## config.mk

```make
export PLATFORM = sky130hd
export DESIGN_NAME = sfilt_top
export DESIGN_NICKNAME = d
export VERILOG_FILES = /design/src/hdl/sfilt_pkg.sv /design/src/hdl/sfilt_top.sv /design/src/hdl/sfilt_result.sv /design/src/hdl/sfilt_execute.sv /design/src/hdl/sfilt_mult.sv /design/src/hdl/sfilt_decode.sv
export VERILOG_INCLUDE_DIRS = /design/src /design/src/hdl
export SDC_FILE = /design/constraint.sdc
export NUM_CORES = 2
export LEC_CHECK = 0
export BUFFER_PORTS_ARGS = -buffer_cell sky130_fd_sc_hd__buf_2
export CORE_MARGIN = 2
export CORE_UTILIZATION = 65
export DETAILED_ROUTE_END_ITERATION = 7
export PLACE_DENSITY_LB_ADDON = 0.08
export RECOVER_POWER = 25
export SLEW_MARGIN = 20
export SYNTH_ARGS = -nofsm -noshare
export SYNTH_HDL_FRONTEND = slang
export SYNTH_SLANG_ARGS = --single-unit
```

## constraint.sdc

```tcl
create_clock -name CLK -period 8.6 [get_ports CLK]
set_input_delay 1.29 -clock CLK [delete_from_list [all_inputs] [get_ports CLK]]
set_output_delay 1.29 -clock CLK [all_outputs]
set_load 0.05 [all_outputs]
```

## src/hdl/sfilt_consts.svh

```systemverilog
// widths and multiplier depth, shared by the RTL and the testbench
// SFILT_MULT_STAGES must be 1 or more
`ifndef SFILT_CONSTS_SVH
`define SFILT_CONSTS_SVH

// q, h and z
`define SFILT_DATA_W 32

// accumulator, holds a full product
`define SFILT_ACC_W 64

// shift amount, taken from h[6:0]
`define SFILT_SHIFT_W 7

// register stages inside the multiplier
// changing this moves the command-to-accumulator latency
`define SFILT_MULT_STAGES 2

`endif
```

## src/hdl/sfilt_pkg.sv

```systemverilog
// command encoding and datapath types for the filter cell
// all data is two's complement
`default_nettype none

`include "sfilt_consts.svh"

package sfilt_pkg;

	// encoding matches the 2-bit cmd port
	typedef enum logic [1:0] {
		cmd_load  = 2'd0,
		cmd_mac   = 2'd1,
		cmd_shift = 2'd2,
		cmd_send  = 2'd3
	} sfilt_cmd_e;

	// operand and output word
	typedef logic signed [`SFILT_DATA_W-1:0] sample_t;

	// accumulator, wraps modulo 2^64
	typedef logic signed [`SFILT_ACC_W-1:0] acc_t;

endpackage

`default_nettype wire

```

## src/hdl/sfilt_top.sv

```systemverilog
// filter cell top, decode -> execute -> result
// command sampled at edge k updates acc at edge k+3, no back-pressure
`timescale 1ns/1ns
`default_nettype none

`include "sfilt_consts.svh"

module sfilt_top (
	input logic CLK,
	input logic rst,
	input logic pushin,
	input sfilt_pkg::sfilt_cmd_e cmd,
	input sfilt_pkg::sample_t q,
	input sfilt_pkg::sample_t h,
	output logic pushout,
	output sfilt_pkg::sample_t z
);
	import sfilt_pkg::*;

	sample_t q_reg;
	sample_t h_reg;
	logic [`SFILT_SHIFT_W-1:0] shamt;
	logic op_load;
	logic op_mac;
	logic op_shift;
	logic op_send;
	acc_t acc;
	acc_t acc_next;
	logic acc_we;
	logic send_now;

	sfilt_decode u_decode (
		.CLK(CLK), .rst(rst), .pushin(pushin), .cmd(cmd), .q(q), .h(h),
		.q_reg(q_reg), .h_reg(h_reg), .shamt(shamt),
		.op_load(op_load), .op_mac(op_mac), .op_shift(op_shift), .op_send(op_send)
	);

	sfilt_execute u_execute (
		.CLK(CLK), .rst(rst), .q_reg(q_reg), .h_reg(h_reg), .shamt(shamt),
		.op_load(op_load), .op_mac(op_mac), .op_shift(op_shift), .op_send(op_send),
		.acc(acc), .acc_next(acc_next), .acc_we(acc_we), .send_now(send_now)
	);

	// acc loops back into execute
	sfilt_result u_result (
		.CLK(CLK), .rst(rst), .acc_we(acc_we), .send_now(send_now),
		.acc_next(acc_next), .acc(acc), .z(z), .pushout(pushout)
	);

endmodule

`default_nettype wire

```

## src/hdl/sfilt_result.sv

```systemverilog
// accumulator and output register
// send wins over write, the two never arrive together
`timescale 1ns/1ns
`default_nettype none

`include "sfilt_consts.svh"

module sfilt_result (
	input logic CLK,
	input logic rst,
	input logic acc_we,
	input logic send_now,
	input sfilt_pkg::acc_t acc_next,
	output sfilt_pkg::acc_t acc,
	output sfilt_pkg::sample_t z,
	output logic pushout
);
	import sfilt_pkg::*;

	sample_t acc_low;

	// z only carries the low word, upper bits are dropped
	assign acc_low = acc[`SFILT_DATA_W-1:0];

	always_ff @(posedge CLK) begin
		if (rst) begin
			acc <= '0;
		end else if (send_now) begin
			acc <= '0;
		end else if (acc_we) begin
			acc <= acc_next;
		end
	end

	// z holds until the next send
	always_ff @(posedge CLK) begin
		if (rst) begin
			z <= '0;
			pushout <= 1'b0;
		end else begin
			pushout <= send_now;
			if (send_now) begin
				z <= acc_low;
			end
		end
	end

	// back-to-back pushout only for back-to-back sends
	a_pushout_pulse: assert property (
		@(posedge CLK) disable iff (rst)
		(pushout && $past(pushout)) |-> ($past(send_now) && $past(send_now, 2))
	) else $error("pushout held without two sends");

endmodule

`default_nettype wire

```

## src/hdl/sfilt_execute.sv

```systemverilog
// next-accumulator logic, ops delayed to line up with the multiplier output
// reads acc combinationally, so a dependent command right behind needs no forwarding
`timescale 1ns/1ns
`default_nettype none

`include "sfilt_consts.svh"

module sfilt_execute (
	input logic CLK,
	input logic rst,
	input sfilt_pkg::sample_t q_reg,
	input sfilt_pkg::sample_t h_reg,
	input logic [`SFILT_SHIFT_W-1:0] shamt,
	input logic op_load,
	input logic op_mac,
	input logic op_shift,
	input logic op_send,
	input sfilt_pkg::acc_t acc,
	output sfilt_pkg::acc_t acc_next,
	output logic acc_we,
	output logic send_now
);
	import sfilt_pkg::*;

	localparam int STAGES = `SFILT_MULT_STAGES;

	acc_t product;
	logic [3:0] op_pipe [STAGES];
	logic [`SFILT_SHIFT_W-1:0] sh_pipe [STAGES];
	logic al_load;
	logic al_mac;
	logic al_shift;
	logic al_send;
	logic [`SFILT_SHIFT_W-1:0] al_shamt;
	logic signed [`SFILT_ACC_W:0] shift_ext;
	acc_t shifted;
	logic round_bit;

	sfilt_mult #(
		.A_W(`SFILT_DATA_W),
		.B_W(`SFILT_DATA_W)
	) u_mult (
		.CLK(CLK),
		.a(q_reg),
		.b(h_reg),
		.product(product)
	);

	// op delay line, same depth as the multiplier
	always_ff @(posedge CLK) begin
		if (rst) begin
			for (int i = 0; i < STAGES; i++) begin
				op_pipe[i] <= '0;
			end
		end else begin
			op_pipe[0] <= {op_send, op_shift, op_mac, op_load};
			for (int i = 1; i < STAGES; i++) begin
				op_pipe[i] <= op_pipe[i-1];
			end
		end
	end

	// shift amount travels with its op
	always_ff @(posedge CLK) begin
		sh_pipe[0] <= shamt;
		for (int i = 1; i < STAGES; i++) begin
			sh_pipe[i] <= sh_pipe[i-1];
		end
	end

	assign {al_send, al_shift, al_mac, al_load} = op_pipe[STAGES-1];
	assign al_shamt = sh_pipe[STAGES-1];

	// one guard bit below acc catches the last bit shifted out
	// s = 0 leaves it 0, s > 64 fills it with the sign
	assign shift_ext = $signed({acc, 1'b0}) >>> al_shamt;
	assign shifted = shift_ext[`SFILT_ACC_W:1];
	assign round_bit = shift_ext[0];

	always_comb begin
		acc_next = acc;
		if (al_load) begin
			acc_next = product;
		end else if (al_mac) begin
			acc_next = acc + product;
		end else if (al_shift) begin
			acc_next = shifted + acc_t'(round_bit);
		end
	end

	assign acc_we = al_load || al_mac || al_shift;
	assign send_now = al_send;

	// write and send must never collide in the result block
	a_we_send_excl: assert property (
		@(posedge CLK) disable iff (rst)
		!(acc_we && send_now)
	) else $error("acc_we and send_now both high");

endmodule

`default_nettype wire

```

## src/hdl/sfilt_mult.sv

```systemverilog
// signed multiplier, product valid SFILT_MULT_STAGES cycles after a and b
// fully pipelined, no stall and no reset on the data path
`timescale 1ns/1ns
`default_nettype none

`include "sfilt_consts.svh"

module sfilt_mult #(
	parameter int A_W = 32,
	parameter int B_W = 32
) (
	input logic CLK,
	input logic signed [A_W-1:0] a,
	input logic signed [B_W-1:0] b,
	output logic signed [A_W+B_W-1:0] product
);
	localparam int P_W = A_W + B_W;
	localparam int STAGES = `SFILT_MULT_STAGES;

	logic signed [P_W-1:0] full_prod;
	logic signed [P_W-1:0] prod_pipe [STAGES];

	// both operands signed, so they extend to P_W before the multiply
	assign full_prod = a * b;

	// first stage takes the raw product, later stages retime it
	always_ff @(posedge CLK) begin
		prod_pipe[0] <= full_prod;
		for (int i = 1; i < STAGES; i++) begin
			prod_pipe[i] <= prod_pipe[i-1];
		end
	end

	assign product = prod_pipe[STAGES-1];

endmodule

`default_nettype wire

```

## src/hdl/sfilt_decode.sv

```systemverilog
// input stage: cmd, q and h only matter in a cycle with pushin high
// held q and h stay put between strobes
`timescale 1ns/1ns
`default_nettype none

`include "sfilt_consts.svh"

module sfilt_decode (
	input logic CLK,
	input logic rst,
	input logic pushin,
	input sfilt_pkg::sfilt_cmd_e cmd,
	input sfilt_pkg::sample_t q,
	input sfilt_pkg::sample_t h,
	output sfilt_pkg::sample_t q_reg,
	output sfilt_pkg::sample_t h_reg,
	output logic [`SFILT_SHIFT_W-1:0] shamt,
	output logic op_load,
	output logic op_mac,
	output logic op_shift,
	output logic op_send
);
	import sfilt_pkg::*;

	// operand capture
	always_ff @(posedge CLK) begin
		if (rst) begin
			q_reg <= '0;
			h_reg <= '0;
		end else if (pushin) begin
			q_reg <= q;
			h_reg <= h;
		end
	end

	// shift amount rides along with the held h
	assign shamt = h_reg[`SFILT_SHIFT_W-1:0];

	// one-hot decode, qualified by the strobe
	always_ff @(posedge CLK) begin
		if (rst) begin
			op_load  <= 1'b0;
			op_mac   <= 1'b0;
			op_shift <= 1'b0;
			op_send  <= 1'b0;
		end else begin
			op_load  <= pushin && (cmd == cmd_load);
			op_mac   <= pushin && (cmd == cmd_mac);
			op_shift <= pushin && (cmd == cmd_shift);
			op_send  <= pushin && (cmd == cmd_send);
		end
	end

	// downstream select logic relies on at most one op per cycle
	a_op_onehot: assert property (
		@(posedge CLK) disable iff (rst)
		$onehot0({op_load, op_mac, op_shift, op_send})
	) else $error("decode op strobes not one-hot");

endmodule

`default_nettype wire

```

==> metrics.csv <==
metric,value,unit
outcome,"finished, violations left",
failing checks,"max-capacitance violations, max-slew violations",
initial cell density of the core,65.9,%
Core Box Area,0.0855,mm²
DRC,0,
Final Slew Violations,58,
Static Leak,28.0,nW
grt ovf,0,
max-cap viol count,1,
"Net Count, Synth",7520,
Worst-Skew Late Latency,0.61,ns
Synth-to-Final Area Change,5.34,%
post-synthesis cell count,6119,
"EDFF count, synth",0,
gpl congestion,1.04,
cell area after layout,0.0594,mm²
post-synth top area share,38.5,%
"Reg clk slew, reported paths",0.06,ns
max reg flops,128,
ys flop type,dfxtp_1,
CTS sink cnt,315,
Final Skew,0.0345,ns
Port-buffer cells,101,
r2r setup slk,0.26,ns
Hold Crit Start,u_execute.u_mult.prod_pipe[0][47]$_DFF_P_,
drt first pass iters,8,
Bufs and invs on worst path,2,
Clock power frac,18.8,%
clk buf depth,3,
largest net degree at the start of global routing,60,
vias,44500,
Fmax,0.120,GHz
global-route wire length before repair,272000,µm
Tcrit/Tclk final,97.0,%
RSZ-0062 raised after global routing,no,
register area,0.00632,mm²
initial antenna violation count,5,
Area after DPL,0.0580,mm²
Hold Path Depth,0,
Combinational Power Share,59.1,%
most common cell in the synthesized netlist,fa_1,
worst hold path type,register to register,
Worst path most repeated cell,fa_1,
pre-CTS WS,0.395,ns
Cell Rows,107,
slew margin rel.,-89.3,%
Ports,102,
Worst Hold Path EP,u_execute.u_mult.prod_pipe[0][111]$_DFF_P_,
setup ws final,0.260,ns
Largest regs,"u_execute.u_mult.prod_pipe x128, u_result.acc x64",
reg2reg end,u_execute.u_mult.prod_pipe[0][61]$_DFF_P_,
"Max stage delay cell, worst path",dfxtp_1,
"slowest stage delay, CP",0.63,ns
number of DRC markers in iteration 0,4159,
reg-to-reg startpoint,u_decode.q_reg[13]$_SDFFE_PP0P_,
reg2reg path depth,24,
Post-synth ARST share,0,%
switching share of power,46.0,%
clk root buf,clkbuf_16,
crit path launch type,register,
Die Y,298,µm
Antenna Nets Post-Route,0,
critical path endpoint category,register,
WL/cell,23.9,µm
syn_area_per_cell,9.21,µm²
CTS tree,built,
Reg power frac,22.1,%
DPL Wire Length,140000,µm
setup tns final,0,ns
slew at the pin closest to its max-slew limit,2.84,ns
GRT Util Overall,39.7,%
mapped cell area,0.0564,mm²
most instantiated cells after synthesis,"fa_1, inv_1, nand2_1, and2_1, dfxtp_1",
Avg Vias per Cell,6.16,
Pint,5.04,mW
Largest Register,u_execute.u_mult.prod_pipe,
Netlist cell types,104,
# hold bufs at CTS,0,
Final Critical Period,8.34,ns
largest cells by area after synthesis,"fa_1, dfxtp_1, inv_1",
Yosys top cell by area,fa_1,
final setup fails,0,
CP Class,register to register,
Psw,4.30,mW
cts bufs inserted,37,
final wirelength,173000,µm
CP top delay family,adder cells,
Hold WS,0.321,ns
fillers,6716,
full die area,0.0891,mm²
worst vdd ir,0.236,mV
"Arr. time, crit path",8.80,ns
register area share after synthesis,11.2,%
CP Data Required Time,9.07,ns
CP cell instances,buf_4 > nand2_1 > fa_1 > fa_1 > fa_1 > fa_1 > fa_1 > inv_1 > fa_1 > fa_1 > fa_1 > ha_1 > a21o_1 > a21o_1 > a21o_1 > a221oi_1 > o21ai_0 > a31o_2 > a31oi_1 > o21ai_0 > a31oi_2 > o31a_1 > o21ai_0 > xor2_1,
Nets,7453,
H-tree lvl count,2,
endpoints failing hold,0,
Multi-input gate area,0.0447,mm²
flop and latch count out of synthesis,315,
share of layout cells above drive strength 1,8.18,%
pwr dens,157,mW/mm²
yosys warns,0,
Die W,298,µm
vias in the first global route,46500,
Crit Path Max Fanout,23,
layout make-up:
cell class,instances,share of cell area [%]
Inverter,1019,6.44
Timing Repair Buffer,259,2.98
Clock inverter,21,0.550
Tap cell,1144,2.41
Clock buffer,44,1.69
Antenna cell,1,0.00422
Multi-Input combinational cell,4420,75.3
Sequential cell,315,10.7
worst max-delay path by stage:
| stage | startpoint | endpoint | cells past startpoint |
|---|---|---|---|
| final | u_decode.q_reg[13]$_SDFFE_PP0P_ | u_execute.u_mult.prod_pipe[0][61]$_DFF_P_ | 24 |
| after CTS | u_decode.q_reg[14]$_SDFFE_PP0P_ | u_execute.u_mult.prod_pipe[0][61]$_DFF_P_ | 24 |
| after global placement | u_decode.q_reg[13]$_SDFFE_PP0P_ | u_execute.u_mult.prod_pipe[0][61]$_DFF_P_ | 25 |
| after global routing | u_decode.q_reg[14]$_SDFFE_PP0P_ | u_execute.u_mult.prod_pipe[0][61]$_DFF_P_ | 24 |
| after floorplan | u_decode.h_reg[2]$_SDFFE_PP0P_ | u_execute.u_mult.prod_pipe[0][62]$_DFF_P_ | 24 |
| after detailed placement | u_decode.q_reg[14]$_SDFFE_PP0P_ | u_execute.u_mult.prod_pipe[0][61]$_DFF_P_ | 24 |
cell families (layout without fill, tap and decap cells):
logic type      Yosys count  after routing  share of synthesized area, %
other cells               0              1                             0
simple gates           1803           1803                          15.7
xor+xnor                179            179                          2.78
compound gates          797            797                          9.70
mux                     309            309                          6.98
buf+inv                1384           1343                          9.61
fa+ha+maj              1332           1332                          44.0
flops                   315            315                          11.2
per-stage QoR:
| step | cells | utilization [%] | power [mW] |
|---|---|---|---|
| after CTS | 7222 | 69.4 | 9.28 |
| after detailed placement | 7157 | 67.8 | 7.50 |
| final | 7223 | 69.4 | 9.34 |
| after global routing | 7222 | 69.4 | 10.1 |
| after floorplan | 6119 | - | 6.01 |
| after global placement | 7157 | 67.8 | 7.34 |
per-layer routing:
metal / GRT usage, % / share of wire, % / wire length, µm / up-vias
met5: 0 / 0.028 / 49 / -
met4: 14.6 / 4.2 / 7180 / 8
met3: 10.9 / 11 / 19300 / 377
met2: 62.1 / 45 / 77900 / 2404
met1: 53.2 / 40 / 68400 / 22400
li1: - / - / - / 19300
power groups by stage:
stage | combinational [mW] | clock, mW | sequential [mW]
floorplan | 4.08 | 0 | 1.93
global placement | 5.27 | 0 | 2.08
detailed placement | 5.42 | 0 | 2.08
CTS | 5.44 | 1.78 | 2.05
global route | 6.16 | 1.83 | 2.09
finish | 5.52 | 1.75 | 2.06
cells in the final DEF, fill, tap and decap left out, types with 41 or more instances in the layout:
cell type,netlist,final
a21oi_1,196,196
and2_1,523,523
nand3_1,43,43
buf_2,22,99
nor2_1,306,304
dfxtp_1,315,309
ha_1,249,249
xnor2_1,109,109
fa_1,1083,1083
a21o_1,76,76
mux2_2,56,56
buf_4,9,149
nor2b_1,41,41
nand2_1,677,677
o21ai_0,114,114
nor3_1,45,42
o221ai_1,49,49
xor2_1,70,70
mux4_2,58,58
inv_1,1016,1016
mux2i_1,188,188
repair_timing:
item                                    CTS  global route
endpoints found under the setup margin    0             2
resized for setup                         0             3
setup buffers                             0             0
(Power assumes the default switching activity.)
